[src/common/core_settings.svh]
`ifndef CORE_SETTINGS_SVH
`define CORE_SETTINGS_SVH

// datapath
`define XLEN 32

// register files
`define NUM_ARCH 32
`define NUM_PHYS 64

// queue sizes
`define ROB_DEPTH 16
`define IQ_DEPTH 8

// multiplier latency in cycles
`define MUL_STAGES 3

`endif

[src/common/core_pkg.sv]
`include "core_settings.svh"

package core_pkg;

    typedef logic [$clog2(`NUM_PHYS)-1:0]  phys_tag_t;
    typedef logic [$clog2(`NUM_ARCH)-1:0]  arch_reg_t;
    typedef logic [$clog2(`ROB_DEPTH)-1:0] rob_idx_t;

    typedef enum logic [3:0] {
        ALU_ADD,
        ALU_SUB,
        ALU_AND,
        ALU_OR,
        ALU_XOR,
        ALU_SLL,
        ALU_SRL,
        ALU_SRA,
        ALU_SLT,
        ALU_SLTU
    } alu_op_t;

    typedef enum logic {
        UNIT_ALU,
        UNIT_MUL
    } unit_sel_t;

endpackage

[src/execute/int_alu.sv]
`timescale 1ns/1ps
`include "core_settings.svh"

module int_alu
    import core_pkg::*;
(
    input  logic             clk,
    input  logic             rst_n,
    input  logic             alu_issue,
    input  alu_op_t          alu_op,
    input  logic [`XLEN-1:0] a,
    input  logic [`XLEN-1:0] b,
    input  logic [`XLEN-1:0] imm,
    input  logic             use_imm,
    input  phys_tag_t        dst,
    input  rob_idx_t         rob,
    output logic             alu_done,
    output phys_tag_t        alu_tag,
    output rob_idx_t         alu_rob,
    output logic [`XLEN-1:0] alu_value
);
    localparam int SH_W = $clog2(`XLEN);

    logic [`XLEN-1:0] opb;
    logic [`XLEN-1:0] result;
    logic [SH_W-1:0]  shamt;

    assign opb   = use_imm ? imm : b;
    assign shamt = opb[SH_W-1:0];

    always_comb begin
        case (alu_op)
            ALU_ADD:  result = a + opb;
            ALU_SUB:  result = a - opb;
            ALU_AND:  result = a & opb;
            ALU_OR:   result = a | opb;
            ALU_XOR:  result = a ^ opb;
            ALU_SLL:  result = a << shamt;
            ALU_SRL:  result = a >> shamt;
            ALU_SRA:  result = $unsigned($signed(a) >>> shamt);
            ALU_SLT:  result = {{(`XLEN-1){1'b0}}, $signed(a) < $signed(opb)};
            ALU_SLTU: result = {{(`XLEN-1){1'b0}}, a < opb};
            default:  result = '0;
        endcase
    end

    always_ff @(posedge clk) begin
        alu_tag   <= dst;
        alu_rob   <= rob;
        alu_value <= result;
        if (!rst_n)
            alu_done <= 1'b0;
        else
            alu_done <= alu_issue;
    end

endmodule

[config.mk]
export PLATFORM = sky130hd
export DESIGN_NAME = int_alu
export DESIGN_NICKNAME = d
export VERILOG_FILES = /design/src/common/core_pkg.sv /design/src/execute/int_alu.sv
export VERILOG_INCLUDE_DIRS = /design/src /design/src/common
export SDC_FILE = /design/constraint.sdc
export NUM_CORES = 1
export LEC_CHECK = 0
export BUFFER_PORTS_ARGS = -buffer_cell sky130_fd_sc_hd__buf_2
export CAP_MARGIN = 20
export CELL_PAD_IN_SITES_DETAIL_PLACEMENT = 0
export CELL_PAD_IN_SITES_GLOBAL_PLACEMENT = 2
export CORE_UTILIZATION = 33
export DETAILED_ROUTE_END_ITERATION = 8
export PLACE_DENSITY_LB_ADDON = 0.1
export REMOVE_ABC_BUFFERS = 1
export SYNTH_ARGS = -nofsm -noshare
export SYNTH_HDL_FRONTEND = slang
export SYNTH_SLANG_ARGS = --single-unit
export TNS_END_PERCENT = 30
[constraint.sdc]
create_clock -name clk -period 6.4 [get_ports clk]
set_input_delay 1.28 -clock clk [delete_from_list [all_inputs] [get_ports clk]]
set_output_delay 1.28 -clock clk [all_outputs]
set_load 0.05 [all_outputs]
==> results_dict.tcl <==
set metrics [dict create \
    status "completed" \
    path_class "in -> reg" \
    setup_viol 0 \
    drt_iter0_drc 1391 \
    synth-seq-area-share_pct 8.54 \
    max_freq_mhz 182 \
    cp.depth 13 \
    finalNetCount 1738 \
    grt_max_degree 71 \
    syn-mean-instance-area_um2 7.01 \
    syn-instance-count 1438 \
    port_buffers 156 \
    crit_fanout 11 \
    die_x_um 177 \
    core_um2 29900 \
    postCtsSetupBuffers 0 \
    worstSetupEndpoint "alu_value[28]$_DFF_P_" \
    max-cap-violations 0 \
    area_growth_pct 12.5 \
    ys_ff_latch 43 \
    synth_edf_count 0 \
    grt_pass1_wl_mm 75.4 \
    max-slew-margin-rel_pct 25.4 \
    synth_top_area_cell "mux2i_1" \
    final_cell_mix "168 x nor2_1, 156 x buf_2, 133 x a21oi_1, 128 x nand2_1, 121 x mux2i_1" \
    worst-path-buf-inv 3 \
    start_util_pct 33.8 \
    final_max_slew_viol_count 0 \
    dpl.hpwl_mm 40.0 \
    netlist.area_leader.share_pct 12.2 \
    vias 12000 \
    worstSetupEndpointType "register" \
    fin_cells 1917 \
    ys_types 82 \
    tns_ns 0 \
    fin_crit_ns 5.48 \
    rows 63 \
    antenna_found_initial 2 \
    yosysWarnings 0 \
    cts_tree "yes" \
    grt_pass1_vias 11100 \
    cts.hold.buffers_added 0 \
    worstPathArrival_ns 5.67 \
    grtUsageTotal_pct 32.8 \
    worstPathCellList "buf_2, buf_4, buf_4, mux2i_1, ha_1, nor3_1, nand2_1, a31oi_1, o21ai_1, nand3_1, a21oi_1, a221oi_1, o21ai_1" \
    io_pins 157 \
    htreeDepth 2 \
    rsz0062_at_grt "false" \
    path_delay_family "simple AND/OR/NAND/NOR gates" \
    numCtsBuffers 5 \
    cts_sinks 43 \
    placed_area_um2 11100 \
    final_common_cell "nor2_1" \
    worst_setup_path_start_kind "input pin" \
    firstDrtPassIters 5 \
    cts_resized 0 \
    place_congestion 0.972 \
    cts_buffer_depth 2 \
    worstMarginPinSlew_ns 1.11 \
    die-area_um2 31300 \
    wl_per_cell_um 27.0 \
    cpPeakStageDelay_ns 0.81 \
    dpl.cell_count 1907 \
    fp.dieH_um 177 \
    cts_root_buffer "clkbuf_16" \
    crit_path_top_delay_cell "nor3_1" \
    drive_above_1_share_pct 15.7 \
    async_flop_share_pct 0 \
    synth_flop_cell "dfxtp_1" \
    power_density_nw_per_um2 177 \
    final_area_um2 11300 \
    routed_wl_mm 51.8 \
    power.leakage_nw 5.17 \
    drc_errors 0 \
    post-route-period-util_pct 85.6 \
    hold_violations 0 \
    yosys-top-cells-area "mux2i_1 12%, ha_1 12%, dfxtp_1 8.5%" \
    vdd_drop_max_mv 0.131 \
    cp-startpoint "use_imm" \
    syn_area_um2 10100 \
    cts.clk_slew.worst_paths_ns 0.08 \
    total_power_w 0.00201 \
    min_path_type "in -> reg" \
    ant_nets 0 \
    worstPathRequired_ns 6.59 \
    overflow 0 \
    avgViaCountPerCell 6.27 \
]
[worst min-delay path by stage]
| stage | from | end | slack (ns) | cells after the start |
|---|---|---|---|---|
| after global placement | rob[0] | alu_rob[0]$_DFF_P_ | 1.38 | 1 |
| after floorplan | rob[0] | alu_rob[0]$_DFF_P_ | 1.31 | 0 |
| after global routing | rob[0] | alu_rob[0]$_DFF_P_ | 1.05 | 1 |
| after detailed placement | rob[0] | alu_rob[0]$_DFF_P_ | 1.38 | 1 |
| after CTS | rob[0] | alu_rob[0]$_DFF_P_ | 1.05 | 1 |
| final | rob[0] | alu_rob[0]$_DFF_P_ | 1.05 | 1 |
[layout make-up]
type	count	area, um2
flip-flops and latches	43	861
well taps	390	488
diodes	2	5.00
inverters	95	362
multi-input cells	1195	8420
clock buffers	5	125
clock inverters	3	67.6
fillers	3348	18500
repair buffers	184	1020
[kinds of logic (layout without fill, tap and decap cells)]
| group | Yosys count | count (layout) | share of synthesized area (%) |
|---|---|---|---|
| DFF | 43 | 43 | 8.54 |
| muxes | 149 | 149 | 17.3 |
| other | 0 | 2 | 0 |
| xor gates and xnor gates | 8 | 8 | 0.695 |
| buffers and inverters | 200 | 287 | 8.37 |
| adders and majority gates | 100 | 100 | 12.6 |
| AOI/OAI and AO/OA | 517 | 517 | 34.4 |
| and+or+nand+nor | 421 | 421 | 18.2 |
[per-layer routing]
metal / up-vias / routed length, um / track usage, %
met2: 675 / 22400 / 49.3
met3: 81 / 5310 / 7.97
met5: - / 0 / 0
met1: 5739 / 22500 / 45.3
li1: 5533 / - / -
met4: 0 / 1620 / 11.0
[registers in the layout, summed over array words and instances (netlist names)]
register,cells
alu_done,1
alu_rob,4
alu_tag,6
alu_value,32
[metrics by stage]
stage	hold slack (ns)	setup WS [ns]	util [%]
floorplan	1.31	-0.818	-
global placement	1.38	0.731	37.3
detailed placement	1.38	0.706	37.3
CTS	1.05	1.04	38.0
global route	1.05	0.812	38.0
finish	1.05	0.919	38.0
[power by group]
part | internal (W) | switching (W)
Combinational | 0.000400 | 0.000906
Sequential | 0.000308 | 0.0000149
Clock | 0.000225 | 0.000155
[cells in the mapped netlist, types with 13 or more instances]
cell type	number
clkbuf_1	60
mux4_2	16
dfxtp_1	43
a211oi_1	36
ha_1	98
a21oi_1	133
o21ai_1	19
mux2i_1	123
o221ai_1	16
nor3_1	30
a221oi_1	25
nand2_1	128
inv_1	89
o22ai_1	13
nand3_1	30
a21o_1	23
nor2_1	169
a31oi_1	21
buf_2	25
o21ai_0	88
o211ai_1	20
No activity file was read; power rests on OpenSTA's default activity.
