$ cat src/common/core_settings.svh
`ifndef CORE_SETTINGS_SVH
`define CORE_SETTINGS_SVH

// datapath
`define XLEN 32

// register files
`define NUM_ARCH 32
`define NUM_PHYS 64

// queue sizes
`define ROB_DEPTH 16
`define IQ_DEPTH 8

// multiplier latency in cycles
`define MUL_STAGES 3

`endif

$ cat src/common/core_pkg.sv
`include "core_settings.svh"

package core_pkg;

    typedef logic [$clog2(`NUM_PHYS)-1:0]  phys_tag_t;
    typedef logic [$clog2(`NUM_ARCH)-1:0]  arch_reg_t;
    typedef logic [$clog2(`ROB_DEPTH)-1:0] rob_idx_t;

    typedef enum logic [3:0] {
        ALU_ADD,
        ALU_SUB,
        ALU_AND,
        ALU_OR,
        ALU_XOR,
        ALU_SLL,
        ALU_SRL,
        ALU_SRA,
        ALU_SLT,
        ALU_SLTU
    } alu_op_t;

    typedef enum logic {
        UNIT_ALU,
        UNIT_MUL
    } unit_sel_t;

endpackage

$ cat src/execute/mul_pipe.sv
`timescale 1ns/1ps
`include "core_settings.svh"

module mul_pipe
    import core_pkg::*;
(
    input  logic             clk,
    input  logic             rst_n,
    input  logic             mul_issue,
    input  logic [`XLEN-1:0] a,
    input  logic [`XLEN-1:0] b,
    input  phys_tag_t        dst,
    input  rob_idx_t         rob,
    output logic             mul_done,
    output phys_tag_t        mul_tag,
    output rob_idx_t         mul_rob,
    output logic [`XLEN-1:0] mul_value
);
    logic [`MUL_STAGES-1:0] vld_q;
    phys_tag_t              tag_q  [`MUL_STAGES];
    rob_idx_t               rob_q  [`MUL_STAGES];
    logic [`XLEN-1:0]       prod_q [`MUL_STAGES];

    always_ff @(posedge clk) begin
        prod_q[0] <= a * b;  // low word of the product
        tag_q[0]  <= dst;
        rob_q[0]  <= rob;
        for (int s = 1; s < `MUL_STAGES; s++) begin
            prod_q[s] <= prod_q[s-1];
            tag_q[s]  <= tag_q[s-1];
            rob_q[s]  <= rob_q[s-1];
        end
        if (!rst_n)
            vld_q <= '0;
        else
            vld_q <= {vld_q[`MUL_STAGES-2:0], mul_issue};
    end

    assign mul_done  = vld_q[`MUL_STAGES-1];
    assign mul_tag   = tag_q[`MUL_STAGES-1];
    assign mul_rob   = rob_q[`MUL_STAGES-1];
    assign mul_value = prod_q[`MUL_STAGES-1];

endmodule

$ cat config.mk
export PLATFORM = sky130hd
export DESIGN_NAME = mul_pipe
export DESIGN_NICKNAME = d
export VERILOG_FILES = /design/src/common/core_pkg.sv /design/src/execute/mul_pipe.sv
export VERILOG_INCLUDE_DIRS = /design/src /design/src/common
export SDC_FILE = /design/constraint.sdc
export NUM_CORES = 1
export LEC_CHECK = 0
export BUFFER_PORTS_ARGS = -buffer_cell sky130_fd_sc_hd__buf_2
export CORE_ASPECT_RATIO = 0.9
export CORE_UTILIZATION = 33
export DETAILED_ROUTE_END_ITERATION = 7
export GPL_TIMING_DRIVEN = 0
export HOLD_SLACK_MARGIN = 0.02
export PLACE_DENSITY = 0.62
export SYNTH_ARGS = -nofsm -noshare
export SYNTH_HDL_FRONTEND = slang
export SYNTH_SLANG_ARGS = --single-unit
$ cat constraint.sdc
create_clock -name clk -period 7.2 [get_ports clk]
set_input_delay 1.08 -clock clk [delete_from_list [all_inputs] [get_ports clk]]
set_output_delay 1.08 -clock clk [all_outputs]
set_load 0.01 [all_outputs]
==> impl_metrics.tcl <==
set metrics [dict create \
    synth.yosys.seq_area_share_pct 13.8 \
    slew_headroom_pct 39.2 \
    hold_viol_final 0 \
    io_pins 120 \
    violations "setup timing" \
    design_area_sq_mm 0.0219 \
    die_h_um 228 \
    core_area_sq_mm 0.0558 \
    grt_overflow_total 0 \
    track_usage_pct 20.6 \
    clk_path_buf_depth 2 \
    start_util_pct 33.4 \
    max_freq_ghz 0.137 \
    drtIter0Drc 785 \
    ys_ff_latch 129 \
    tightest_slew_ns 0.912 \
    gp_congestion 0.978 \
    grt_pass1_vias 14390 \
    hpwl_mm 45.5 \
    ctsHoldBuffers 0 \
    vias 13208 \
    min_path_cells 0 \
    cp-startpoint "b[2]" \
    multi_input_area_sq_mm 0.0144 \
    worstPathMaxFanout 5 \
    layout_commonest_cell "fa_1" \
    grt_max_degree 17 \
    synthArstFlopShare_pct 0 \
    grt_first_pass_wirelength_mm 86.2 \
    worstHoldPathType "reg -> reg" \
    num_rows 82 \
    drc 0 \
    route.antenna.remaining_nets 0 \
    drive_gt1_share_pct 15.7 \
    regArea_sq_mm 0.00258 \
    vias_per_cell 4.69 \
    die_area_sq_mm 0.0575 \
    drv_cap 0 \
    reg2reg_depth 1 \
    cts.sinks 129 \
    cts-buffers-inserted 17 \
    tritoncts "done" \
    drt-pass1-iter-count 6 \
    fin_crit_sh_pct 101 \
    synth-edff-count 0 \
    syn_area_sq_mm 0.0187 \
    drt-total-wl_mm 55.9 \
    drv_slew 0 \
    fill_cells 5543 \
    required_ns 7.52 \
    final_cell_mix "fa_1, and2_1, inv_1, nand2_1, dfxtp_1" \
    rr_endpoint "vld_q[1]" \
    min_period_ns 7.30 \
    ys.warnings.count 0 \
    fin_nets 2655 \
    crit_path_end_kind "register" \
    clock_skew_ns 0.00994 \
    crit_type "in -> reg" \
    netlist-cell-type-count 38 \
    cts_max_level 4 \
    path_clk_slew_ns 0.06 \
    rr_startpoint "vld_q[0]" \
    setup-violations-final 1 \
    outcome "finished, violations left" \
    place_area_sq_mm 0.0202 \
    cts-root-buf "clkbuf_16" \
    clock_latency_ns 0.45 \
    synth_nets 2500 \
    antenna_found_initial 2 \
    timing.reg2reg.setup_slack_ns 6.65 \
    syn_to_final_growth_pct 17.2 \
    syn_inst 1892 \
    grt_setup_unrepaired "yes" \
    syn_area_per_cell_sq_um 9.86 \
    wire_per_inst_um 19.8 \
    crit_arrival_ns 7.62 \
    cp-start-kind "input port" \
    setup_ws_ns -0.0990 \
    crit_path_end "prod_q[0][28]" \
    port_buffers 117 \
    die_x_um 253 \
    ys.flop_type "dfxtp_1" \
    pre_cts_slack_ns -1.69 \
]
-- worst max-delay path: stages --
cell	delay, ns
buf_8	0.10
clkbuf_16	0.15
clkbuf_16	0.15
buf_4	0.17
and2_1	0.16
fa_1	0.53
inv_1	0.05
fa_1	0.49
fa_1	0.45
fa_1	0.55
inv_1	0.05
fa_1	0.46
fa_1	0.52
fa_1	0.54
fa_2	0.48
ha_4	0.31
nor2_2	0.05
nor2_2	0.15
o41ai_4	0.11
buf_4	0.15
o21ai_2	0.07
a31oi_4	0.11
buf_12	0.16
o21ai_4	0.21
mux2i_1	0.23
o2111ai_1	0.13
-- timing repair --
action / CTS / global route
pin swaps: 24 / 21
endpoints found under the setup margin: 12 / 11
setup buffers: 24 / 6
gates resized for setup: 163 / 70
-- worst min-delay path by stage --
stage / startpoint / to / slack [ns]
after floorplan: prod_q[0][0] / prod_q[0][32] / 0.31
after global placement: tag_q[0][5] / tag_q[0][11] / 0.31
after detailed placement: prod_q[0][53] / prod_q[0][85] / 0.31
after CTS: prod_q[0][23] / prod_q[0][55] / 0.32
after global routing: tag_q[0][0] / tag_q[0][6] / 0.33
final: prod_q[0][32] / prod_q[0][64] / 0.32
-- layout make-up --
| cell class | count | share of cell area, % |
|---|---|---|
| Multi-Input combinational cell | 1280 | 65.8 |
| Sequential cell | 129 | 11.8 |
| Inverter | 361 | 6.19 |
| Buffer | 115 | 4.96 |
| Tap cell | 756 | 4.32 |
| Timing Repair Buffer | 143 | 4.06 |
| Clock buffer | 18 | 2.01 |
| Clock inverter | 14 | 0.881 |
| Antenna cell | 1 | 0.0114 |
-- cells in the mapped netlist (4+ instances only) --
| cell type | count | area share (%) |
|---|---|---|
| inv_1 | 361 | 7.3 |
| a21oi_1 | 18 | 0.48 |
| nand2b_1 | 4 | 0.13 |
| and2_1 | 371 | 12 |
| o21ai_0 | 6 | 0.16 |
| clkbuf_1 | 80 | 1.6 |
| a31oi_1 | 6 | 0.20 |
| o21a_1 | 7 | 0.28 |
| ha_1 | 123 | 8.2 |
| xor2_1 | 20 | 0.94 |
| fa_1 | 408 | 44 |
| a21o_1 | 5 | 0.20 |
| xnor2_1 | 62 | 2.9 |
| dfxtp_1 | 129 | 14 |
| nor2_1 | 24 | 0.48 |
| buf_4 | 42 | 1.7 |
| a211oi_1 | 4 | 0.16 |
| nor3_1 | 6 | 0.16 |
| o21ai_1 | 8 | 0.21 |
| nand2_1 | 181 | 3.6 |
-- through the flow --
stage,hold WS (ns),std cells,util (%),setup TNS [ns]
6_report,0.321,2817,39.2,-0.0990
5_1_grt,0.329,2816,39.2,-0.470
4_1_cts,0.318,2817,38.9,-0.00676
3_5_place_dp,0.312,2765,36.3,-16.54
3_3_place_gp,0.310,2765,36.3,-15.86
2_1_floorplan,0.310,1892,-,0
-- sequential cells by signal, indices dropped and copies added, names as in the netlist --
name	count
prod_q	96
tag_q	18
rob_q	12
vld_q	3
-- metal layers --
layer	track usage, %	vias up	part of all wire [%]	routed length (um)
met1	27.5	6834	43	24200
met3	3.81	77	6.7	3720
met5	0	-	0	0
met4	8.54	0	3.3	1850
met2	32.8	509	47	26100
li1	-	5788	-	-
-- cells by family (layout without fill, tap and decap cells) --
kind of cell,count (synthesis),count (layout),share of synthesized area [%]
AOI/OAI and AO/OA,71,71,2.49
xor gates and xnor gates,82,82,3.85
adders and majority gates,531,531,52.0
buffers and inverters,483,651,10.6
DFF,129,129,13.8
muxes,1,1,0.0536
other,0,1,0
and+or+nand+nor,595,595,17.2
Power is left out: the tool's default activity adds up to more than one toggle a clock period on the data nets, which glitch-free logic cannot reach.
