`src/common/core_settings.svh`:
```
`ifndef CORE_SETTINGS_SVH
`define CORE_SETTINGS_SVH

// datapath
`define XLEN 32

// register files
`define NUM_ARCH 32
`define NUM_PHYS 64

// queue sizes
`define ROB_DEPTH 16
`define IQ_DEPTH 8

// multiplier latency in cycles
`define MUL_STAGES 3

`endif

```
`src/common/core_pkg.sv`:
```
`include "core_settings.svh"

package core_pkg;

    typedef logic [$clog2(`NUM_PHYS)-1:0]  phys_tag_t;
    typedef logic [$clog2(`NUM_ARCH)-1:0]  arch_reg_t;
    typedef logic [$clog2(`ROB_DEPTH)-1:0] rob_idx_t;

    typedef enum logic [3:0] {
        ALU_ADD,
        ALU_SUB,
        ALU_AND,
        ALU_OR,
        ALU_XOR,
        ALU_SLL,
        ALU_SRL,
        ALU_SRA,
        ALU_SLT,
        ALU_SLTU
    } alu_op_t;

    typedef enum logic {
        UNIT_ALU,
        UNIT_MUL
    } unit_sel_t;

endpackage

```
`src/common/isa_pkg.sv`:
```
package isa_pkg;

    typedef struct packed {
        logic [6:0] funct7;
        logic [4:0] rs2;
        logic [4:0] rs1;
        logic [2:0] funct3;
        logic [4:0] rd;
        logic [6:0] opcode;
    } r_type_t;

    typedef struct packed {
        logic [11:0] imm;
        logic [4:0]  rs1;
        logic [2:0]  funct3;
        logic [4:0]  rd;
        logic [6:0]  opcode;
    } i_type_t;

    // one instruction word, two views
    typedef union packed {
        r_type_t r;
        i_type_t i;
    } rv_inst_u;

    localparam logic [6:0] OPC_OP     = 7'b0110011;
    localparam logic [6:0] OPC_OP_IMM = 7'b0010011;

    localparam logic [2:0] F3_ADD  = 3'b000;
    localparam logic [2:0] F3_SLL  = 3'b001;
    localparam logic [2:0] F3_SLT  = 3'b010;
    localparam logic [2:0] F3_SLTU = 3'b011;
    localparam logic [2:0] F3_XOR  = 3'b100;
    localparam logic [2:0] F3_SR   = 3'b101;
    localparam logic [2:0] F3_OR   = 3'b110;
    localparam logic [2:0] F3_AND  = 3'b111;

    localparam logic [6:0] F7_ALT = 7'b0100000;  // sub, sra
    localparam logic [6:0] F7_MUL = 7'b0000001;

endpackage

```
`src/rename/rename_unit.sv`:
```
`timescale 1ns/1ps
`include "core_settings.svh"

module rename_unit
    import isa_pkg::*;
    import core_pkg::*;
(
    input  logic             clk,
    input  logic             rst_n,
    input  logic             inst_valid,
    input  rv_inst_u         inst,
    input  logic             release_valid,
    input  phys_tag_t        release_tag,
    input  logic             iq_full,
    input  logic             rob_full,
    input  logic             src1_ready,
    input  logic             src2_ready,
    output logic             issue_stall,
    output phys_tag_t        src1_tag,
    output phys_tag_t        src2_tag,
    output logic             disp_valid,
    output unit_sel_t        disp_unit,
    output alu_op_t          disp_op,
    output phys_tag_t        disp_src1,
    output phys_tag_t        disp_src2,
    output logic             disp_src1_ready,
    output logic             disp_src2_ready,
    output logic             disp_use_imm,
    output logic [`XLEN-1:0] disp_imm,
    output phys_tag_t        disp_dst,
    output rob_idx_t         disp_rob,
    output logic             rob_alloc,
    output arch_reg_t        rob_rd,
    output logic             rob_we,
    output phys_tag_t        rob_old_tag
);
    localparam int FL_DEPTH = `NUM_PHYS - `NUM_ARCH;
    localparam int FL_W     = $clog2(FL_DEPTH);

    phys_tag_t       rat       [`NUM_ARCH];
    phys_tag_t       free_list [FL_DEPTH];
    logic [FL_W-1:0] fl_head;
    logic [FL_W-1:0] fl_tail;
    logic [FL_W:0]   fl_count;
    rob_idx_t        rob_tail;

    logic      legal;
    logic      use_rs2;
    logic      use_imm;
    logic      we;
    logic      accept;
    unit_sel_t unit;
    alu_op_t   op;

    function automatic alu_op_t alu_decode(input logic [2:0] f3, input logic alt);
        alu_op_t res;
        res = ALU_ADD;
        case (f3)
            F3_ADD:  res = alt ? ALU_SUB : ALU_ADD;
            F3_SLL:  res = ALU_SLL;
            F3_SLT:  res = ALU_SLT;
            F3_SLTU: res = ALU_SLTU;
            F3_XOR:  res = ALU_XOR;
            F3_SR:   res = alt ? ALU_SRA : ALU_SRL;
            F3_OR:   res = ALU_OR;
            F3_AND:  res = ALU_AND;
        endcase
        return res;
    endfunction

    always_comb begin
        legal   = 1'b0;
        use_rs2 = 1'b0;
        unit    = UNIT_ALU;
        op      = ALU_ADD;
        case (inst.r.opcode)
            OPC_OP: begin
                if (inst.r.funct7 != F7_MUL) begin
                    legal   = 1'b1;
                    use_rs2 = 1'b1;
                    op      = alu_decode(inst.r.funct3, inst.r.funct7 == F7_ALT);
                end else if (inst.r.funct3 == F3_ADD) begin  // mul, low word only
                    legal   = 1'b1;
                    use_rs2 = 1'b1;
                    unit    = UNIT_MUL;
                end
            end
            OPC_OP_IMM: begin
                legal = 1'b1;
                // srai keeps its alt bit in the upper immediate
                op    = alu_decode(inst.i.funct3,
                                   inst.i.funct3 == F3_SR && inst.r.funct7 == F7_ALT);
            end
            default: ;
        endcase
    end

    // anything unsupported runs as add of x0, x0 with no write
    assign use_imm     = legal && !use_rs2;
    assign we          = legal && inst.r.rd != '0;
    assign src1_tag    = legal ? rat[inst.r.rs1] : '0;
    assign src2_tag    = use_rs2 ? rat[inst.r.rs2] : '0;
    assign issue_stall = (fl_count == '0) || iq_full || rob_full;
    assign accept      = inst_valid && !issue_stall;

    always_ff @(posedge clk) begin
        if (!rst_n) begin
            for (int r = 0; r < `NUM_ARCH; r++)
                rat[r] <= phys_tag_t'(r);
            for (int f = 0; f < FL_DEPTH; f++)
                free_list[f] <= phys_tag_t'(`NUM_ARCH + f);
            fl_head    <= '0;
            fl_tail    <= '0;
            fl_count   <= (FL_W+1)'(FL_DEPTH);
            rob_tail   <= '0;
            disp_valid <= 1'b0;
            rob_alloc  <= 1'b0;
            rob_we     <= 1'b0;
        end else begin
            if (accept && we) begin
                rat[inst.r.rd] <= free_list[fl_head];
                fl_head        <= fl_head + 1'b1;
            end
            if (release_valid) begin
                free_list[fl_tail] <= release_tag;
                fl_tail            <= fl_tail + 1'b1;
            end
            fl_count   <= fl_count + (FL_W+1)'(release_valid) - (FL_W+1)'(accept && we);
            if (accept)
                rob_tail <= rob_tail + 1'b1;
            disp_valid <= accept;
            rob_alloc  <= accept;
            rob_we     <= accept && we;
        end
    end

    always_ff @(posedge clk) begin
        disp_unit       <= unit;
        disp_op         <= op;
        disp_src1       <= src1_tag;
        disp_src2       <= src2_tag;
        disp_src1_ready <= src1_ready;
        disp_src2_ready <= src2_ready;
        disp_use_imm    <= use_imm;
        disp_imm        <= {{(`XLEN-12){inst.i.imm[11]}}, inst.i.imm};
        disp_dst        <= we ? free_list[fl_head] : '0;
        disp_rob        <= rob_tail;
        rob_rd          <= inst.r.rd;
        rob_old_tag     <= rat[inst.r.rd];   // mapping before this write
    end

endmodule

```
`config.mk`:
```
export PLATFORM = sky130hd
export DESIGN_NAME = rename_unit
export DESIGN_NICKNAME = d
export VERILOG_FILES = /design/src/common/core_pkg.sv /design/src/common/isa_pkg.sv /design/src/rename/rename_unit.sv
export VERILOG_INCLUDE_DIRS = /design/src /design/src/common
export SDC_FILE = /design/constraint.sdc
export NUM_CORES = 1
export LEC_CHECK = 0
export BUFFER_PORTS_ARGS = -buffer_cell sky130_fd_sc_hd__buf_2
export CAP_MARGIN = 40
export CORE_UTILIZATION = 50
export CTS_CLUSTER_DIAMETER = 30
export DETAILED_ROUTE_END_ITERATION = 7
export GPL_ROUTABILITY_DRIVEN = 1
export PLACE_DENSITY = 0.67
export SLEW_MARGIN = 20
export SYNTH_ARGS = -nofsm -noshare
export SYNTH_HDL_FRONTEND = slang
export SYNTH_SLANG_ARGS = --single-unit
```
`constraint.sdc`:
```
create_clock -name clk -period 3.5 [get_ports clk]
set_clock_uncertainty 0.1 [all_clocks]
set_input_delay 0.35 -clock clk [delete_from_list [all_inputs] [get_ports clk]]
set_output_delay 0.35 -clock clk [all_outputs]
set_load 0.02 [all_outputs]
```
==> metrics.txt, run 1 <==
number of enable flip-flop cells after synthesis 384; part of the power in combinational logic 0.073; placed cell count 2353; number of fill cells 3397; pre-CTS setup slack 0.192 ns; most frequently used cell type in the post-synthesis netlist edfxtp_1; type of element launching the critical path flip-flop; gr usage total 0.285; fin worst setup slack 0.206 ns; clock buffer count from CTS 96; TritonCTS clock tree built; final non-filler cell total 2561; top-area cell type share of the netlist area 0.501; post-detailed-placement cell area 24300 sq um; endpoints failing setup 0; synthesized instance count 1702; Critical Path Sink Type output port; CP Max Fanout 3; area of the core region 45400 sq um; total grt overflow 0; cell type contributing the most total cell area after synthesis edfxtp_1; critical path type reg2out; I/O pin total ~140; most instantiated flip-flop cell in the synthesis netlist edfxtp_1; count of maximum capacitance violations 0; total wire length 65700 um; crit-path cells mux4_2 > nor2b_1 > a2111oi_0 > buf_4 > a2111oi_0 > buf_4 > buf_2; Post-CTS Resized 0; Chip Height 217 um; Synth Cell Area 23000 sq um; worst hold path class in2reg; setup repair after global routing missed its margin false; number of hold-slack violations in the final timing report 0; clock network power share 0.561; power density cells 605 nW/um^2; Period minus WS final 3.29 ns; WL per Instance 25.6 um; CTS Root Buffer Type clkbuf_16; transition at the pin with the smallest max-transition slack 0.827 ns; Crit path buffers/inverters 3; count of pins over their slew limit 0; area of combinational cells with multiple inputs 9000 sq um; wire length of the first global-routing pass around 100000 um; register bit total from synthesis between 400 and 500; part of the total power dissipated in sequential elements 0.366; internal portion of total power around 13000 uW; run status complete, no violations; leakage component of the power 0.00926 uW; vias in the first global route 16000; Synth top cells by count 384 x edfxtp_1, 192 x mux4_2, 192 x nor2_1; data required time of the critical path about 3.1 ns; buffer levels on the longest clock path 3; slowest stage cell on the critical path mux4_2; H-tree depth 3; effective utilization at floorplan 0.507; sequential area share after synthesis 0.570; cell family with the largest share of critical-path delay compound AO/OA/AOI/OAI gates; clock slew seen by the registers of the worst setup and hold paths approximately 0.060 ns; overall power after layout 17000 uW; detailed router's first-iteration violation count 1585; final cycle utilization of the critical path 0.941; overall via count from detail_route roughly 16000; biggest cell delay along the critical path 0.50 ns; routability congestion estimate from global placement 0.984; sum of net half-perimeters after detailed placement between 40000 and 50000 um; Peak Freq 0.304 GHz; Arrival @ worst endpoint approximately 2.8 ns; via count normalized by instance count 6.27; Max IR drop VDD 479 uV; later-pin clock latency in the skew report roughly 0.65 ns; number of port buffers 134; cell depth of the worst flop-to-flop path 16; sequential cell area 13100 sq um; growth of design area from synthesis to finish 21.8%; library cells used by synthesis between 50 and 60; maximum number of pins on one net before global-route repair 56; number of antenna violations at the first check in global routing 0; fraction of layout cells with a size suffix above 1 0.302; die outline width 217 um; Final TNS setup 0 ns; total net switching power 4050 uW; dominant cells by area after synthesis edfxtp_1 50%, mux4_2 19%, dfxtp_1 7.0%, nor2_1 3.1%, nand2_1 2.8%; nets@finish 1938; switching power share of the total 0.239; number of synthesis warnings 0; total stage count of the critical path 7; TritonRoute pass-1 iters 5; Rel. slew slack 0.434; async set-reset flop share out of synthesis 0; number of sinks handled by clock tree synthesis 464; DRC 0; die area 46900 sq um; number of nets still failing antenna checks after routing 0; number of cell rows 78; number of cells on the worst hold path 2; Avg Synthesized Cell Area 13.5 sq um; ant diodes 0; final non-filler cell area approximately 28000 sq um
-- power groups by stage --
| stage | Sequential (uW) | Clock (uW) | Combinational, uW |
|---|---|---|---|
| after floorplan | 6290 | 0 | 786 |
| after global placement | 6290 | 0 | 1180 |
| after detailed placement | 6300 | 0 | 1210 |
| after CTS | 6200 | 9580 | 1230 |
| after global routing | 6210 | 9880 | 1320 |
| final | 6200 | 9520 | 1240 |
-- per-stage QoR --
stage	util	hold slack (ns)
6_report	0.618	0.0279
5_1_grt	0.618	0.0625
4_1_cts	0.618	0.0257
3_5_place_dp	0.537	0.264
3_3_place_gp	0.536	0.257
2_1_floorplan	-	0.249
-- per-layer routing --
| metal | vias up | share of wire | global-route usage |
|---|---|---|---|
| met2 | 848 | 0.51 | 0.486 |
| met4 | 0 | 0.029 | 0.106 |
| met5 | - | 0 | 0 |
| met3 | 113 | 0.080 | 0.0458 |
| met1 | 8176 | 0.38 | 0.369 |
| li1 | 6920 | - | - |
-- registers in the layout, summed over array words and instances (netlist names), 4 cells and up, named ones only --
| name | count |
|---|---|
| disp_imm | 12 |
| disp_op | 4 |
| disp_rob | 4 |
| fl_count | 6 |
| rat | 192 |
| disp_src2 | 6 |
| disp_src1 | 6 |
| fl_tail | 5 |
| free_list | 192 |
| rob_tail | 4 |
| rob_rd | 5 |
| disp_dst | 6 |
| fl_head | 5 |
| rob_old_tag | 6 |
-- timing repair --
action | 4_1_cts | 5_1_grt
buffers inserted | 0 | 0
hold endpoints to repair | 23 | 0
hold buffers | 24 | 0
-- worst register-to-register path, delay by kind of cell, from the launching register on --
family	cells	cell delay, ns
flip-flops	1	0.33
AO/OA/AOI/OAI	2	0.21
buffers and inverters	5	0.33
adder cells (fa/ha/maj)	4	0.99
XOR/XNOR	1	0.13
AND/OR/NAND/NOR	4	0.71
-- final timing paths --
| kind | from | endpoint | slack [ns] |
|---|---|---|---|
| max | rat[3][3] | src1_tag[3] | 0.21 |
| min | inst[20] | disp_imm[0] | 0.03 |
| max reg2reg | fl_count[2] | fl_count[4] | 0.58 |
| min reg2reg | rob_tail[3] | disp_rob[3] | 0.27 |
-- final cells by class --
type | count | area share
clock buffer | 108 | 0.0887
timing repair buffer | 242 | 0.0591
tap | 600 | 0.0268
clock inverter | 74 | 0.0337
multi-input combinational | 1055 | 0.321
inverter | 18 | 0.00241
sequential | 464 | 0.468
-- cell families after synthesis --
kind of cell    share of synthesized area
compound gates                     0.0460
xor+xnor                          0.00418
fa+ha+maj                         0.00848
buf+inv                            0.0396
flops                               0.570
mux                                 0.191
other cells                      0.000163
simple gates                        0.140
-- cell usage in the layout (no fill, tap or decap), types with 9 or more instances in the layout --
cell type and instances:
clkbuf_16 96, o22ai_1 37, nand3_1 49, nand2b_1 27, or3_1 78, edfxtp_1 384
mux4_2 192, bufinv_16 15, clkinv_2 11, inv_6 11, nor2b_1 10, o21ai_0 32
and2_1 29, a22oi_1 36, nor2_1 192, and3_1 18, nand3b_1 9, clkinv_1 9
nor3_1 48, nand2_1 169, clkinvlp_4 12, buf_2 131, buf_4 76, ha_1 14
a21oi_1 13, dfxtp_1 78, inv_1 16, dlygate4sd3_1 24
(Power assumes the default switching activity.)
==> run 2: changes to the inputs <==
- GPL_TIMING_DRIVEN: not set -> 0
- PLACE_DENSITY: 0.67 -> 0.65
- clock period: 3.5 -> 3.25 ns (I/O delays scaled with it)
==> run 2 against run 1 <==
Net effect: wire length grew 20%; cell area grew 1.4%; combinational power grew 22%; first-iteration DRC count grew 42%; clock-buffer cell count grew 12; critical path depth shrank 1; die area is the same; critical endpoint is now rat[31][2].
==> metrics.txt, run 2 (synthesis gave the netlist of run 1 again) <==
vias in the first global route roughly 17000; number of antenna violations at the first check in global routing 0; gr usage total 0.342; routability congestion estimate from global placement 0.996; Critical Path Sink Type flip-flop; switching power share of the total 0.238; type of element launching the critical path input port; top flop regs free_list x192, rat x192, disp_imm x12; data required time of the critical path between 3 and 4 ns; CTS Root Buffer Type clkbuf_16; WL per Instance 29.2 um; total grt overflow 0; critical path type in2reg; die outline width ~220 um; number of sinks handled by clock tree synthesis 464; number of nets still failing antenna checks after routing 0; endpoints failing setup 0; total wire length around 80000 um; most common cell after layout, fill and taps aside edfxtp_1; H-tree depth 3; I/O pin total 135; crit-path cells buf_2 > clkbuf_1 > clkbuf_1 > nand3_1 > nor3_2 > nand2b_1; cell family with the largest share of critical-path delay simple AND/OR/NAND/NOR gates; Chip Height about 220 um; later-pin clock latency in the skew report about 0.64 ns; die area 46900 sq um; most frequent CP cell clkbuf_1; total net switching power 4240 uW; internal portion of total power 13600 uW; nets@finish 2077; count of maximum capacitance violations 0; DRC 0; Max IR drop VDD a little over 500 uV; Worst Hold Slack 0.0465 ns; buffer levels on the longest clock path 3; detailed router's first-iteration violation count 2248; number of hold-slack violations in the final timing report 0; Peak Freq slightly above 0.3 GHz; Rel. slew slack 0.387; Period minus WS final 3.24 ns; final non-filler cell area around 28000 sq um; clock slew seen by the registers of the worst setup and hold paths 0.04 ns; wire length of the first global-routing pass 114000 um; clock buffer count from CTS 98; overall power after layout 17800 uW; number of port buffers 132; highest-count cells in the layout ignoring fill and taps 384 x edfxtp_1, 192 x nor2_1, 192 x mux4_2, 176 x buf_2, 168 x nand2_1; transition at the pin with the smallest max-transition slack ~0.92 ns; post-detailed-placement cell area 24700 sq um; TritonRoute pass-1 iters 6; number of fill cells 3502; Crit path buffers/inverters 3; area of the core region 45400 sq um; Arrival @ worst endpoint 3.43 ns; sum of net half-perimeters after detailed placement 57200 um; count of pins over their slew limit 0; biggest cell delay along the critical path 0.74 ns; power density cells approximately 630 nW/um^2; ant diodes 0; run status complete, no violations; overall via count from detail_route 17100; part of the power in combinational logic 0.085; fraction of layout cells with a size suffix above 1 0.292; number of cell rows 78; part of the total power dissipated in sequential elements 0.375; maximum number of pins on one net before global-route repair 22; via count normalized by instance count 6.35; CP Max Fanout 10; leakage component of the power 0.00942 uW; final cycle utilization of the critical path 0.998; worst hold path class in2reg; growth of design area from synthesis to finish 23.5%; slowest stage cell on the critical path clkbuf_1; clock network power share 0.540; effective utilization at floorplan 0.507; TritonCTS clock tree built
==> run 2: cell types whose count changed in the layout (fill, tap and decap cells not counted), moves of 9 or more <==
cell,delta
buf_6,+18
buf_1,+10
clkbuf_1,+98
buf_4,-39
clkinv_1,+11
inv_6,-9
dlygate4sd3_1,+9
buf_2,+45
==> run 2: cell type report <==
cell class / instances / area, sq um / area share
buffer: 168 / 865 / 0.0304
clock buffer: 120 / 2630 / 0.0924
clock inverter: 60 / 589 / 0.0207
inverter: 18 / 80.1 / 0.00281
multi-input combinational: 1055 / 9070 / 0.319
sequential: 464 / 13100 / 0.462
tap: 600 / 751 / 0.0264
timing repair buffer: 211 / 1330 / 0.0466
==> run 2: layer usage <==
metal  track usage  vias up  part of all wire
met4         0.200        0             0.065
li1              -     7200                 -
met1         0.416     8543              0.35
met5             0        -                 0
met3        0.0719      273             0.095
met2         0.564     1103              0.49
==> run 2: path summary, 6_finish.rpt <==
path                                      from               end  slack (ns)  depth (start not counted)
worst min register to register     rob_tail[3]       disp_rob[3]        0.28                          0
worst max-delay path                   inst[8]        rat[31][2]       0.007                          6
worst max register to register       flip-flop        rat[23][1]        0.03                          8
worst min-delay path            release_tag[2]  free_list[26][2]        0.05                          3
==> run 2: through the flow <==
stage           util  cells  worst slack, ns  setup TNS, ns
2_1_floorplan      -   1707           0.0147              0
3_5_place_dp   0.545   2471            -1.06         -27.33
4_1_cts        0.623   2682          -0.0956        -0.0956
5_1_grt        0.627   2696         -0.00418       -0.00418
3_3_place_gp   0.539   2439            -1.02         -88.96
6_report       0.627   2696          0.00680              0
==> run 2: power groups by stage <==
| stage | Clock [uW] | Combinational, uW | Sequential (uW) |
|---|---|---|---|
| after global placement | 0 | 1380 | 6760 |
| after CTS | 9640 | 1470 | 6670 |
| final | 9610 | 1510 | 6670 |
| after detailed placement | 0 | 1430 | 6770 |
| after global routing | 9930 | 1580 | 6680 |
| after floorplan | 0 | 847 | 6780 |
==> run 2: timing repair <==
item	4_1_cts	5_1_grt
gates resized for setup	16	15
hold buffers	33	0
setup endpoints to repair	41	30
buffers inserted	0	4
pin swaps	0	5
hold endpoints to repair	33	0
==> run 2: worst register-to-register path, cell delays in order, from the launching register on <==
cell      delay (ns)
dfxtp_1         0.39
buf_2           0.37
clkbuf_4        0.34
mux4_2          0.36
o22ai_1         0.32
or4_4           0.29
buf_6           0.23
buf_2           0.43
nand2_1         0.10
