**config.mk**
```make
export PLATFORM = sky130hd
export DESIGN_NAME = reorder_buffer
export DESIGN_NICKNAME = d
export VERILOG_FILES = /design/src/common/core_pkg.sv /design/src/retire/reorder_buffer.sv
export VERILOG_INCLUDE_DIRS = /design/src /design/src/common
export SDC_FILE = /design/constraint.sdc
export NUM_CORES = 1
export LEC_CHECK = 0
export ABC_AREA = 1
export BUFFER_PORTS_ARGS = -buffer_cell sky130_fd_sc_hd__buf_2
export CELL_PAD_IN_SITES_DETAIL_PLACEMENT = 0
export CELL_PAD_IN_SITES_GLOBAL_PLACEMENT = 1
export CORE_UTILIZATION = 35
export CTS_CLUSTER_SIZE = 14
export DETAILED_ROUTE_END_ITERATION = 10
export PLACE_DENSITY = 0.63
export SKIP_CTS_REPAIR_TIMING = 1
export SLEW_MARGIN = 5
export SYNTH_ARGS = -nofsm -noshare
export SYNTH_HDL_FRONTEND = slang
export SYNTH_SLANG_ARGS = --single-unit
```
**constraint.sdc**
```tcl
create_clock -name clk -period 3.8 [get_ports clk]
set_input_delay 0.38 -clock clk [delete_from_list [all_inputs] [get_ports clk]]
set_output_delay 0.38 -clock clk [all_outputs]
set_load 0.05 [all_outputs]
```
**src/common/core_settings.svh**
```systemverilog
`ifndef CORE_SETTINGS_SVH
`define CORE_SETTINGS_SVH

// datapath
`define XLEN 32

// register files
`define NUM_ARCH 32
`define NUM_PHYS 64

// queue sizes
`define ROB_DEPTH 16
`define IQ_DEPTH 8

// multiplier latency in cycles
`define MUL_STAGES 3

`endif

```
**src/common/core_pkg.sv**
```systemverilog
`include "core_settings.svh"

package core_pkg;

    typedef logic [$clog2(`NUM_PHYS)-1:0]  phys_tag_t;
    typedef logic [$clog2(`NUM_ARCH)-1:0]  arch_reg_t;
    typedef logic [$clog2(`ROB_DEPTH)-1:0] rob_idx_t;

    typedef enum logic [3:0] {
        ALU_ADD,
        ALU_SUB,
        ALU_AND,
        ALU_OR,
        ALU_XOR,
        ALU_SLL,
        ALU_SRL,
        ALU_SRA,
        ALU_SLT,
        ALU_SLTU
    } alu_op_t;

    typedef enum logic {
        UNIT_ALU,
        UNIT_MUL
    } unit_sel_t;

endpackage

```
**src/retire/reorder_buffer.sv**
```systemverilog
`timescale 1ns/1ps
`include "core_settings.svh"

module reorder_buffer
    import core_pkg::*;
(
    input  logic             clk,
    input  logic             rst_n,
    input  logic             rob_alloc,
    input  arch_reg_t        rob_rd,
    input  logic             rob_we,
    input  phys_tag_t        rob_old_tag,
    input  logic             alu_done,
    input  rob_idx_t         alu_rob,
    input  logic [`XLEN-1:0] alu_value,
    input  logic             mul_done,
    input  rob_idx_t         mul_rob,
    input  logic [`XLEN-1:0] mul_value,
    output logic             rob_full,
    output logic             commit_valid,
    output arch_reg_t        commit_rd,
    output logic             commit_we,
    output logic [`XLEN-1:0] commit_value,
    output logic             release_valid,
    output phys_tag_t        release_tag
);
    localparam int CNT_W = $clog2(`ROB_DEPTH) + 1;

    arch_reg_t             rd_q    [`ROB_DEPTH];
    phys_tag_t             old_q   [`ROB_DEPTH];
    logic [`XLEN-1:0]      value_q [`ROB_DEPTH];
    logic [`ROB_DEPTH-1:0] we_q;
    logic [`ROB_DEPTH-1:0] done_q;
    rob_idx_t              head;
    rob_idx_t              tail;
    logic [CNT_W-1:0]      count;

    // allocation arrives one cycle after the stall decision
    assign rob_full      = (count + CNT_W'(rob_alloc)) >= `ROB_DEPTH;
    assign commit_valid  = (count != '0) && done_q[head];
    assign commit_rd     = rd_q[head];
    assign commit_we     = we_q[head];
    assign commit_value  = value_q[head];
    assign release_valid = commit_valid && we_q[head];
    assign release_tag   = old_q[head];

    always_ff @(posedge clk) begin
        if (rob_alloc) begin
            rd_q[tail]  <= rob_rd;
            we_q[tail]  <= rob_we;
            old_q[tail] <= rob_old_tag;
        end
        if (alu_done)
            value_q[alu_rob] <= alu_value;
        if (mul_done)
            value_q[mul_rob] <= mul_value;
        if (!rst_n) begin
            head   <= '0;
            tail   <= '0;
            count  <= '0;
            done_q <= '0;
        end else begin
            if (rob_alloc) begin
                done_q[tail] <= 1'b0;
                tail         <= tail + 1'b1;
            end
            if (alu_done)
                done_q[alu_rob] <= 1'b1;
            if (mul_done)
                done_q[mul_rob] <= 1'b1;
            if (commit_valid)
                head <= head + 1'b1;
            count <= count + CNT_W'(rob_alloc) - CNT_W'(commit_valid);
        end
    end

endmodule

```
==> reports/results.tsv, run 1 <==
stage	metric	value	unit
run_status	outcome	complete, no violations	
synthesis	synth_edf_count	704	
floorplan	core.rowCount	116	
synthesis	syn_area	35500	um2
synthesis	yosysTopAreaCell	edfxtp_1	
global_route	antenna_found_initial	16	
route	drt_iter0_drc	2171	
clock_tree	h-tree-depth	3	
timing	final.setup.tns	0	ns
synthesis	syn_nets	3538	
floorplan	coreArea	100000	um2
critical_path	crit_path_end_kind	output port	
synthesis	synth_top_area_share	59.5	%
timing	rsz0062_at_grt	false	
floorplan	die_w	320	um
critical_path	rr_worst_depth	17	
timing	final-setup-viol-count	0	
placed_design	place_area	37500	um2
final_layout	drive_gt1_share	11.0	%
timing	worst_clock_skew	0.0433	ns
timing	fmax	306	MHz
final_layout	fill_cells	9701	
route	ant_nets	0	
synthesis	yosysWarnings	0	
critical_path	cp-endpoint	commit_value[9]	
clock_tree	ctsRootBufferMaster	clkbuf_16	
critical_path	rrSetupSlack	0.95	ns
clock_tree	cts_buffer_depth	3	
placed_design	portBuffers	135	
synthesis	synthTopCellsByArea	edfxtp_1, o21ai_0, nand2_1	
critical_path	path_class	reg2out	
timing	tightest_slew	0.940	ns
critical_path	rr_startpoint	head[0]	
global_route	grt-ovfl-total	0	
synthesis	syn_inst	3435	
clock_tree	insertion_delay	0.66	ns
synthesis	yosysSeqAreaShare	61.4	%
critical_path	timing.rr.end	count[4]	
route	firstDrtPassIters	6	
synthesis	synth-main-ff-cell	edfxtp_1	
synthesis	synth_cell_types	36	
placed_design	gp_congestion	0.770	
hold_path	hold_path.class	in2reg	
global_route	grt_pass1_wl	157000	um
clock_tree	cts_buffers	85	
timing	slew_headroom	37.1	%
clock_tree	clk_pin_slew	0.06	ns
flow_run	drv_cap	0	
final_layout	fin_area	40200	um2
synthesis	yosys.cell_count.top_type	edfxtp_1	
clock_tree	cts_tree	yes	
global_route	grt_use_total	20.8	%
route	drc	0	
timing	finalMaxSlewViolations	0	
power_and_ir_drop	irDropWorstVdd	0.000457	V
timing	hold_slack	0.0527	ns
timing	finalHoldViolations	0	
placed_design	hpwl	62400	um
clock_tree	cts.sinks	737	
floorplan	dieArea	103000	um2
power_and_ir_drop	powerDensity	589	nW/um2
critical_path	cp_max_fo	30	
route	vias_per_cell	5.15	
floorplan	ios	136	
timing	min_period	3.27	ns
critical_path	cp-start-kind	register	
synthesis	syn_avg_cell_area	10.3	um2
floorplan	die_h	320	um
route	postRouteWirelength	108000	um
final_layout	fin_nets	3538	
route	vias	25046	
timing	post-route-period-util	86.0	%
synthesis	synth_commonest_cells	edfxtp_1, o21ai_0, nand2_1	
final_layout	synthToLayoutAreaGrowth	13.2	%
floorplan	start_util	35.4	%
synthesis	yosys_register_bits	737	
power_and_ir_drop	leakagePower	14.5	nW
critical_path	required	3.42	ns
critical_path	worst_ep_arrival_time	2.89	ns
global_route	grt_start_max_net_pins	137	
global_route	grt_pass1_vias	23899	
synthesis	synthArstFlopShare	0	%
route	wire_per_inst	22.2	um
==> cells by family after synthesis <==
group	count (synthesis)	share of synthesized area, %
xor+xnor	2	0.0493
mux	172	4.85
flops	737	61.4
fa+ha+maj	14	0.515
buf+inv	612	7.42
simple gates	784	8.76
compound gates	1114	17.0
==> layout by cell type (no fill, tap or decap), types with 6 or more instances in the layout <==
master | Yosys | layout
nand3_4 | 0 | 6
buf_4 | 19 | 65
inv_2 | 7 | 7
clkbuf_16 | 0 | 85
o21ai_0 | 645 | 639
o21ai_4 | 0 | 6
clkinv_1 | 1 | 18
ha_1 | 13 | 13
clkinv_2 | 0 | 17
diode_2 | 0 | 6
o211ai_1 | 176 | 176
inv_1 | 300 | 300
nand2_1 | 608 | 598
buf_2 | 97 | 135
buf_12 | 0 | 17
edfxtp_1 | 704 | 704
nand2_2 | 2 | 10
dfxtp_1 | 33 | 29
nand3_1 | 87 | 81
nor2_1 | 74 | 72
mux2i_1 | 172 | 172
o21ai_1 | 101 | 101
a21oi_1 | 183 | 183
clkbuf_1 | 130 | 20
==> where the power goes <==
part | switching [W] | total, W | internal [W]
logic | 0.00442 | 0.00631 | 0.00189
registers | 0.000147 | 0.00937 | 0.00922
clock network | 0.00347 | 0.00797 | 0.00450
total | 0.00804 | 0.0237 | 0.0156
==> through the flow <==
step / power, W / setup slack, ns / util, % / cells
global route: 0.0247 / 0.381 / 40.1 / 4862
floorplan: 0.0142 / 0.213 / - / 3435
finish: 0.0237 / 0.531 / 40.1 / 4867
global placement: 0.0159 / 0.923 / 37.4 / 4705
CTS: 0.0239 / 0.501 / 40.1 / 4861
detailed placement: 0.0159 / 0.956 / 37.4 / 4705
==> critical path, cell delays in order (launching register included) <==
cell	delay, ns
dfxtp_4	0.61
inv_2	0.37
buf_4	0.36
o211ai_1	0.14
nand3_1	0.14
nand2_1	0.25
buf_2	0.31
==> layout make-up <==
class                      count  area [um2]  area share, %
multi-input combinational   2086       11300           28.2
clock inverter                47         425           1.06
sequential                   737       21800           54.3
clock buffer                 109        2260           5.62
inverter                     308        1160           2.89
timing repair buffer         217        1500           3.74
tap                         1357        1700           4.22
antenna                        6        15.0         0.0374
==> layer usage <==
metal | track usage [%] | up-vias | share of wire, %
li1 | - | 12132 | -
met1 | 27.7 | 11937 | 44
met2 | 34.0 | 769 | 47
met3 | 4.22 | 200 | 6.4
met4 | 6.37 | 8 | 2.9
met5 | 0 | - | 0.043
==> sequential cells by signal, indices dropped and copies added (netlist names), named ones only <==
name	count
done_q	16
count	5
head	4
tail	4
rd_q	80
value_q	512
we_q	16
old_q	96
==> worst min-delay path by stage <==
stage,startpoint,slack (ns),cells after the start,end
5_1_grt,mul_value[20],0.04,3,value_q[6][20]
2_1_floorplan,done_q[11],0.47,2,done_q[11]
4_1_cts,mul_value[21],0.001,3,value_q[14][21]
6_report,mul_value[0],0.05,3,value_q[5][0]
3_3_place_gp,tail[0],0.53,2,tail[0]
3_5_place_dp,tail[0],0.54,2,tail[0]
No activity file was read; power rests on OpenSTA's default activity.
==> run 2, diff against run 1 <==
- ABC_AREA: 1 -> not set
- PLACE_DENSITY: 0.63 -> 0.57
- clock period: 3.8 -> 3.7 ns (I/O delays scaled with it)
==> run 2 against run 1 <==
  * Via count fell by 27%
  * Global-route usage is 0.99 points lower
  * Critical path depth is 1 lower
  * Clock power about the same
  * Critical path type unchanged
  * Largest power group unchanged
==> reports/results.tsv, run 2 <==
stage	metric	value	unit	change
run_status	outcome	complete, no violations		unchanged
power_and_ir_drop	switching_share	23.2	%	was 34.0%
global_route	grt_use_total	19.8	%	was 20.8%
power_and_ir_drop	leakagePower	12.5	nW	was 14.5 nW
timing	tightest_slew	1.24	ns	was 0.940 ns
floorplan	coreArea	97300	um2	was 100000 um2
timing	rsz0062_at_grt	false		unchanged
synthesis	yosys_register_bits	737		unchanged
power_and_ir_drop	power_frac_seq	49.8	%	was 39.6%
global_route	grt-ovfl-total	0		unchanged
timing	fmax	295	MHz	
final_layout	final_common_cell	edfxtp_1		unchanged
power_and_ir_drop	intPower	0.0147	W	was 0.0156 W
timing	slew_headroom	17.1	%	was 37.1%
timing	worst_clock_skew	0.0147	ns	was 0.0433 ns
route	ant_nets	0		unchanged
power_and_ir_drop	pwr-share-comb	8.3	%	was 26.7%
route	drc	0		unchanged
final_layout	fin_area	39700	um2	was 40200 um2
timing	final.setup.tns	0	ns	unchanged
clock_tree	cts_buffer_depth	3		unchanged
timing	min_period	3.39	ns	
floorplan	core.rowCount	114		was 116
critical_path	cp_max_fo	8		was 30
synthesis	synthTopCellsByArea	edfxtp_1, mux2_2, mux4_2		was edfxtp_1, o21ai_0, nand2_1
global_route	grt_start_max_net_pins	51		was 137
critical_path	cp-start-kind	register		unchanged
synthesis	synth_commonest_cells	edfxtp_1, mux2_2, mux4_2		was edfxtp_1, o21ai_0, nand2_1
power_and_ir_drop	powerDensity	482	nW/um2	was 589 nW/um2
clock_tree	cts_buffers	84		was 85
route	vias_per_cell	5.54		was 5.15
synthesis	synth_edf_count	704		unchanged
synthesis	yosys.cell_count.top_type	edfxtp_1		unchanged
global_route	grt_pass1_vias	19208		was 23899
clock_tree	cts.sinks	737		unchanged
route	vias	18194		was 25046
final_layout	largest_reg_flops	512		unchanged
placed_design	hpwl	51900	um	was 62400 um
route	firstDrtPassIters	5		was 6
global_route	antenna_found_initial	14		was 16
critical_path	path_class	reg2out		unchanged
timing	post-route-period-util	91.6	%	
route	postRouteWirelength	98800	um	was 108000 um
final_layout	largest_register	value_q		unchanged
timing	finalMaxSlewViolations	0		unchanged
timing	final-setup-viol-count	0		unchanged
synthesis	synth_cell_types	44		was 36
synthesis	yosysTopAreaCell	edfxtp_1		unchanged
critical_path	crit_path_end_kind	output port		unchanged
power_and_ir_drop	p_switching	0.00444	W	was 0.00804 W
global_route	grt_pass1_wl	140000	um	was 157000 um
clock_tree	cts_tree	yes		unchanged
placed_design	portBuffers	135		unchanged
flow_run	drv_cap	0		unchanged
synthesis	syn_nets	1943		was 3538
synthesis	yosysSeqAreaShare	63.1	%	was 61.4%
power_and_ir_drop	irDropWorstVdd	0.000294	V	was 0.000457 V
critical_path	worst_ep_arrival_time	3.02	ns	was 2.89 ns
synthesis	syn_inst	1840		was 3435
synthesis	yosysWarnings	0		unchanged
placed_design	place_area	37000	um2	was 37500 um2
route	drt_iter0_drc	1518		was 2171
floorplan	start_util	35.5	%	was 35.4%
floorplan	die_h	316	um	was 320 um
synthesis	syn_avg_cell_area	18.8	um2	was 10.3 um2
floorplan	die_w	316	um	was 320 um
final_layout	final_cell_mix	edfxtp_1, mux2_2, mux4_2		was edfxtp_1, o21ai_0, nand2_1
final_layout	drive_gt1_share	53.4	%	was 11.0%
clock_tree	clk_pin_slew	0.06	ns	about the same
synthesis	syn_area	34600	um2	was 35500 um2
timing	finalHoldViolations	0		unchanged
final_layout	top_regs	value_q: 512 flops, old_q: 96 flops, rd_q: 80 flops		unchanged
final_layout	fin_nets	2043		was 3538
clock_tree	insertion_delay	0.65	ns	was 0.66 ns
floorplan	dieArea	100000	um2	was 103000 um2
synthesis	synthArstFlopShare	0	%	unchanged
critical_path	required	3.33	ns	was 3.42 ns
synthesis	synth_top_area_share	61.2	%	was 59.5%
clock_tree	ctsRootBufferMaster	clkbuf_16		unchanged
route	wire_per_inst	30.1	um	was 22.2 um
synthesis	synth-main-ff-cell	edfxtp_1		unchanged
floorplan	ios	136		unchanged
hold_path	hold_path.class	in2reg		unchanged
final_layout	synthToLayoutAreaGrowth	14.7	%	was 13.2%
clock_tree	h-tree-depth	3		unchanged
final_layout	fill_cells	8702		was 9701
power_and_ir_drop	clockPowerShare	41.8	%	was 33.7%
placed_design	gp_congestion	0.722		was 0.770
==> run 2: cells by family after synthesis <==
| family | Yosys count | share of synthesized area [%] |
|---|---|---|
| flops | 737 | 63.1 |
| mux | 745 | 31.5 |
| simple gates | 101 | 1.57 |
| compound gates | 46 | 0.851 |
| buf+inv | 191 | 2.32 |
| fa+ha+maj | 14 | 0.529 |
| xor+xnor | 6 | 0.152 |
==> run 2: layer usage <==
layer  GRT usage [%]  vias up  wire length (um)
li1                -     7724                 -
met3            3.73      160              6030
met1            27.6     9773             43600
met2            31.8      521             47100
met5               0        -               107
met4            5.11       16              2000
==> run 2: power by group through the flow <==
stage / Clock (W) / Sequential, W / Combinational [W]
after floorplan: 0 / 0.00967 / 0.00109
after global placement: 0 / 0.00969 / 0.00158
after detailed placement: 0 / 0.00970 / 0.00160
after CTS: 0.00817 / 0.00953 / 0.00161
after global routing: 0.00847 / 0.00955 / 0.00171
final: 0.00799 / 0.00952 / 0.00159
==> run 2: final cells by class <==
cell class                 count  area (um2)  area share (%)
antenna                        3        7.51          0.0189
clock inverter                42         364           0.918
multi-input combinational    912       12200            30.9
clock buffer                 110        2230            5.63
sequential                   737       21800            55.0
timing repair buffer         188        1320            3.34
tap                         1276        1600            4.03
inverter                      17        63.8           0.161
==> run 2: worst paths after layout <==
check,from,endpoint,slack [ns],depth (start not counted)
worst max-delay path,head[0],release_valid,0.31,5
worst min-delay path,rob_old_tag[1],old_q[3][1],0.1,1
worst max register to register,head[0],count[4],0.58,12
worst min register to register,done_q[15],done_q[15],0.51,2
==> run 2: critical path, stage by stage, from the launching register on <==
cell and delay [ns]:
dfxtp_1 0.58, buf_4 0.27, mux4_1 0.57, mux4_2 0.52, and3_1 0.22, buf_2 0.21
==> run 2: per-stage QoR <==
step	hold WS (ns)	worst slack [ns]	total power (W)	cells	util, %
2_1_floorplan	0.469	0.00311	0.0108	1840	-
3_3_place_gp	0.495	0.600	0.0113	3130	38.1
3_5_place_dp	0.498	0.593	0.0113	3130	38.1
4_1_cts	0.0541	0.247	0.0193	3282	40.8
5_1_grt	0.0840	0.202	0.0197	3282	40.8
6_report	0.0989	0.312	0.0191	3285	40.8
==> run 3, diff against run 2 <==
- BUFFER_PORTS_ARGS: -buffer_cell sky130_fd_sc_hd__buf_2 -> not set
- DONT_BUFFER_PORTS: not set -> 1
- PLACE_DENSITY: 0.57 -> 0.55
- SLEW_MARGIN: 5 -> 10
==> run 3 against run 2 <==
  * Hold slack worse by 0.084 ns
  * Cell area up 1.4%
  * Sequential share of layout area down 0.75 points
  * Setup slack worse by 0.087 ns
  * Maximum frequency down 2.5%
  * Clock skew up 0.0083 ns
  * Critical endpoint is now commit_value[12]
  * Largest power group unchanged
==> reports/results.tsv, run 3 (synthesized netlist as in run 2, its figures left out) <==
stage	metric	value	unit	change
final_layout	fin_nets	2024		was 2043
route	route.layer.met1.wl	44600	um	was 43600 um
timing	tightest_slew	1.19	ns	was 1.24 ns
route	ant_nets	0		unchanged
global_route	grt_pass1_vias	18830		was 19208
placed_design	portBuffers	0		was 135
timing	post-route-period-util	93.9	%	was 91.6%
floorplan	dieArea	100000	um2	unchanged
route	drc	0		unchanged
placed_design	pre_cts_ws	0.623	ns	was 0.593 ns
power_and_ir_drop	powerDensity	480	nW/um2	was 482 nW/um2
placed_design	dp.cells	3001		was 3130
floorplan	ios	136		unchanged
final_layout	top_regs	value_q: 512 flops, old_q: 96 flops, rd_q: 80 flops		unchanged
route	dr_wl_met3	6400	um	was 6030 um
floorplan	start_util	35.5	%	unchanged
final_layout	seq_area	21800	um2	unchanged
final_layout	drive_gt1_share	48.0	%	was 53.4%
timing	worst_clock_skew	0.0230	ns	was 0.0147 ns
final_layout	final_common_cell	edfxtp_1		unchanged
flow_run	drv_cap	0		unchanged
clock_tree	cts_buffer_depth	3		unchanged
timing	finalMaxSlewViolations	0		unchanged
critical_path	cp_max_fo	24		was 8
route	dr.max_layer_used	met5		unchanged
final_layout	largest_reg_flops	512		unchanged
route	postRouteWirelength	101000	um	was 98800 um
floorplan	die_h	316	um	unchanged
critical_path	crit_path_end_kind	output port		unchanged
critical_path	path_class	reg2out		unchanged
clock_tree	ctsRootBufferMaster	clkbuf_16		unchanged
power_and_ir_drop	p_total	0.0193	W	was 0.0191 W
final_layout	synthToLayoutAreaGrowth	16.3	%	was 14.7%
global_route	grt_start_max_net_pins	56		was 51
placed_design	hpwl	52800	um	was 51900 um
final_layout	largest_register	value_q		unchanged
clock_tree	insertion_delay	0.64	ns	was 0.65 ns
clock_tree	clk_pin_slew	0.06	ns	about the same
hold_path	hold_path.class	in2reg		unchanged
timing	rsz0062_at_grt	false		unchanged
floorplan	coreArea	97300	um2	unchanged
critical_path	critical_path_buf_inv_count	1		was 2
route	vias	18271		was 18194
power_and_ir_drop	leakagePower	12.5	nW	about the same
route	wire_per_inst	30.8	um	was 30.1 um
clock_tree	cts.sinks	737		unchanged
critical_path	critPathMaxStageDelay	0.84	ns	was 0.58 ns
timing	min_period	3.48	ns	was 3.39 ns
placed_design	gp_congestion	0.736		was 0.722
critical_path	crit_family	multiplexers		unchanged
critical_path	path_cells	buf_4 -> mux4_2 -> mux4_2		was buf_4 -> mux4_1 -> mux4_2 -> and3_1 -> buf_2
timing	finalHoldViolations	0		unchanged
global_route	grt-ovfl-total	0		unchanged
clock_tree	cts_buffers	84		unchanged
timing	slew_headroom	20.9	%	was 17.1%
final_layout	final_cells	3267		was 3285
global_route	grt_pass1_wl	140000	um	about the same
clock_tree	cts_tree	yes		unchanged
final_layout	fill_cells	8701		was 8702
run_status	outcome	complete, no violations		unchanged
route	firstDrtPassIters	5		unchanged
power_and_ir_drop	irDropWorstVdd	0.000334	V	was 0.000294 V
floorplan	core.rowCount	114		unchanged
global_route	grt_use_total	19.8	%	about the same
final_layout	multi_input_area	12200	um2	unchanged
floorplan	die_w	316	um	unchanged
timing	setup_ws	0.225	ns	was 0.312 ns
critical_path	worst_ep_arrival_time	3.11	ns	was 3.02 ns
route	routed-wl-met2	47800	um	was 47100 um
final_layout	final_cell_mix	edfxtp_1, mux2_2, mux4_2		unchanged
timing	hold_slack	0.0154	ns	was 0.0989 ns
critical_path	cp-start-kind	register		unchanged
timing	final-setup-viol-count	0		unchanged
critical_path	crit_slowest_cell	dfxtp_4		was dfxtp_1
critical_path	critPathMostFrequentCell	mux4_2		
critical_path	required	3.33	ns	about the same
route	drt_iter0_drc	1701		was 1518
timing	fmax	288	MHz	was 295 MHz
route	vias_per_cell	5.59		was 5.54
clock_tree	h-tree-depth	3		unchanged
global_route	antenna_found_initial	11		was 14
timing	final.setup.tns	0	ns	unchanged
## run 3: per-stage QoR
| stage | utilization [%] | area [um2] |
|---|---|---|
| 2_1_floorplan | - | 34600 |
| 3_3_place_gp | 37.4 | 36400 |
| 3_5_place_dp | 37.4 | 36400 |
| 4_1_cts | 40.2 | 39100 |
| 5_1_grt | 41.3 | 40200 |
| 6_report | 41.3 | 40200 |
## run 3: cell type report
type | instances | area share, %
multi-input cells | 912 | 30.5
clock inverters | 53 | 1.28
repair buffers | 169 | 4.43
clock buffers | 100 | 5.40
diodes | 3 | 0.0187
well taps | 1276 | 3.97
inverters | 17 | 0.159
flip-flops and latches | 737 | 54.3
## run 3: path summary, 6_finish.rpt
kind         cells past startpoint  slack, ns               end  startpoint
max reg2reg                     13       0.65          count[4]     head[0]
min reg2reg                      2       0.51         done_q[2]   done_q[2]
max                              3       0.22  commit_value[12]    register
min                              3       0.02           tail[2]   rob_alloc
## run 3: per-layer routing
metal | up-vias | track usage [%]
li1 | 7670 | -
met1 | 9922 | 27.3
met2 | 543 | 31.7
met3 | 126 | 4.83
met4 | 10 | 4.40
met5 | - | 0
## run 3: power by group
part | internal (W) | switching, W | leakage (nW) | total [W]
Sequential | 0.00944 | 0.0000925 | 6.66 | 0.00953
Combinational | 0.000713 | 0.000896 | 4.50 | 0.00161
Clock | 0.00471 | 0.00346 | 1.31 | 0.00817
Total | 0.0149 | 0.00445 | 12.5 | 0.0193
## run 3: worst reg2reg max path: stages (launching register included)
cell	delay, ns
dfxtp_1	0.49
buf_4	0.26
mux2_2	0.36
o221ai_2	0.23
o22ai_2	0.16
nand3_1	0.15
o21ai_0	0.11
ha_1	0.23
fa_1	0.43
a21oi_1	0.15
nor2_1	0.06
nor2_1	0.11
xor2_1	0.07
and2_1	0.15
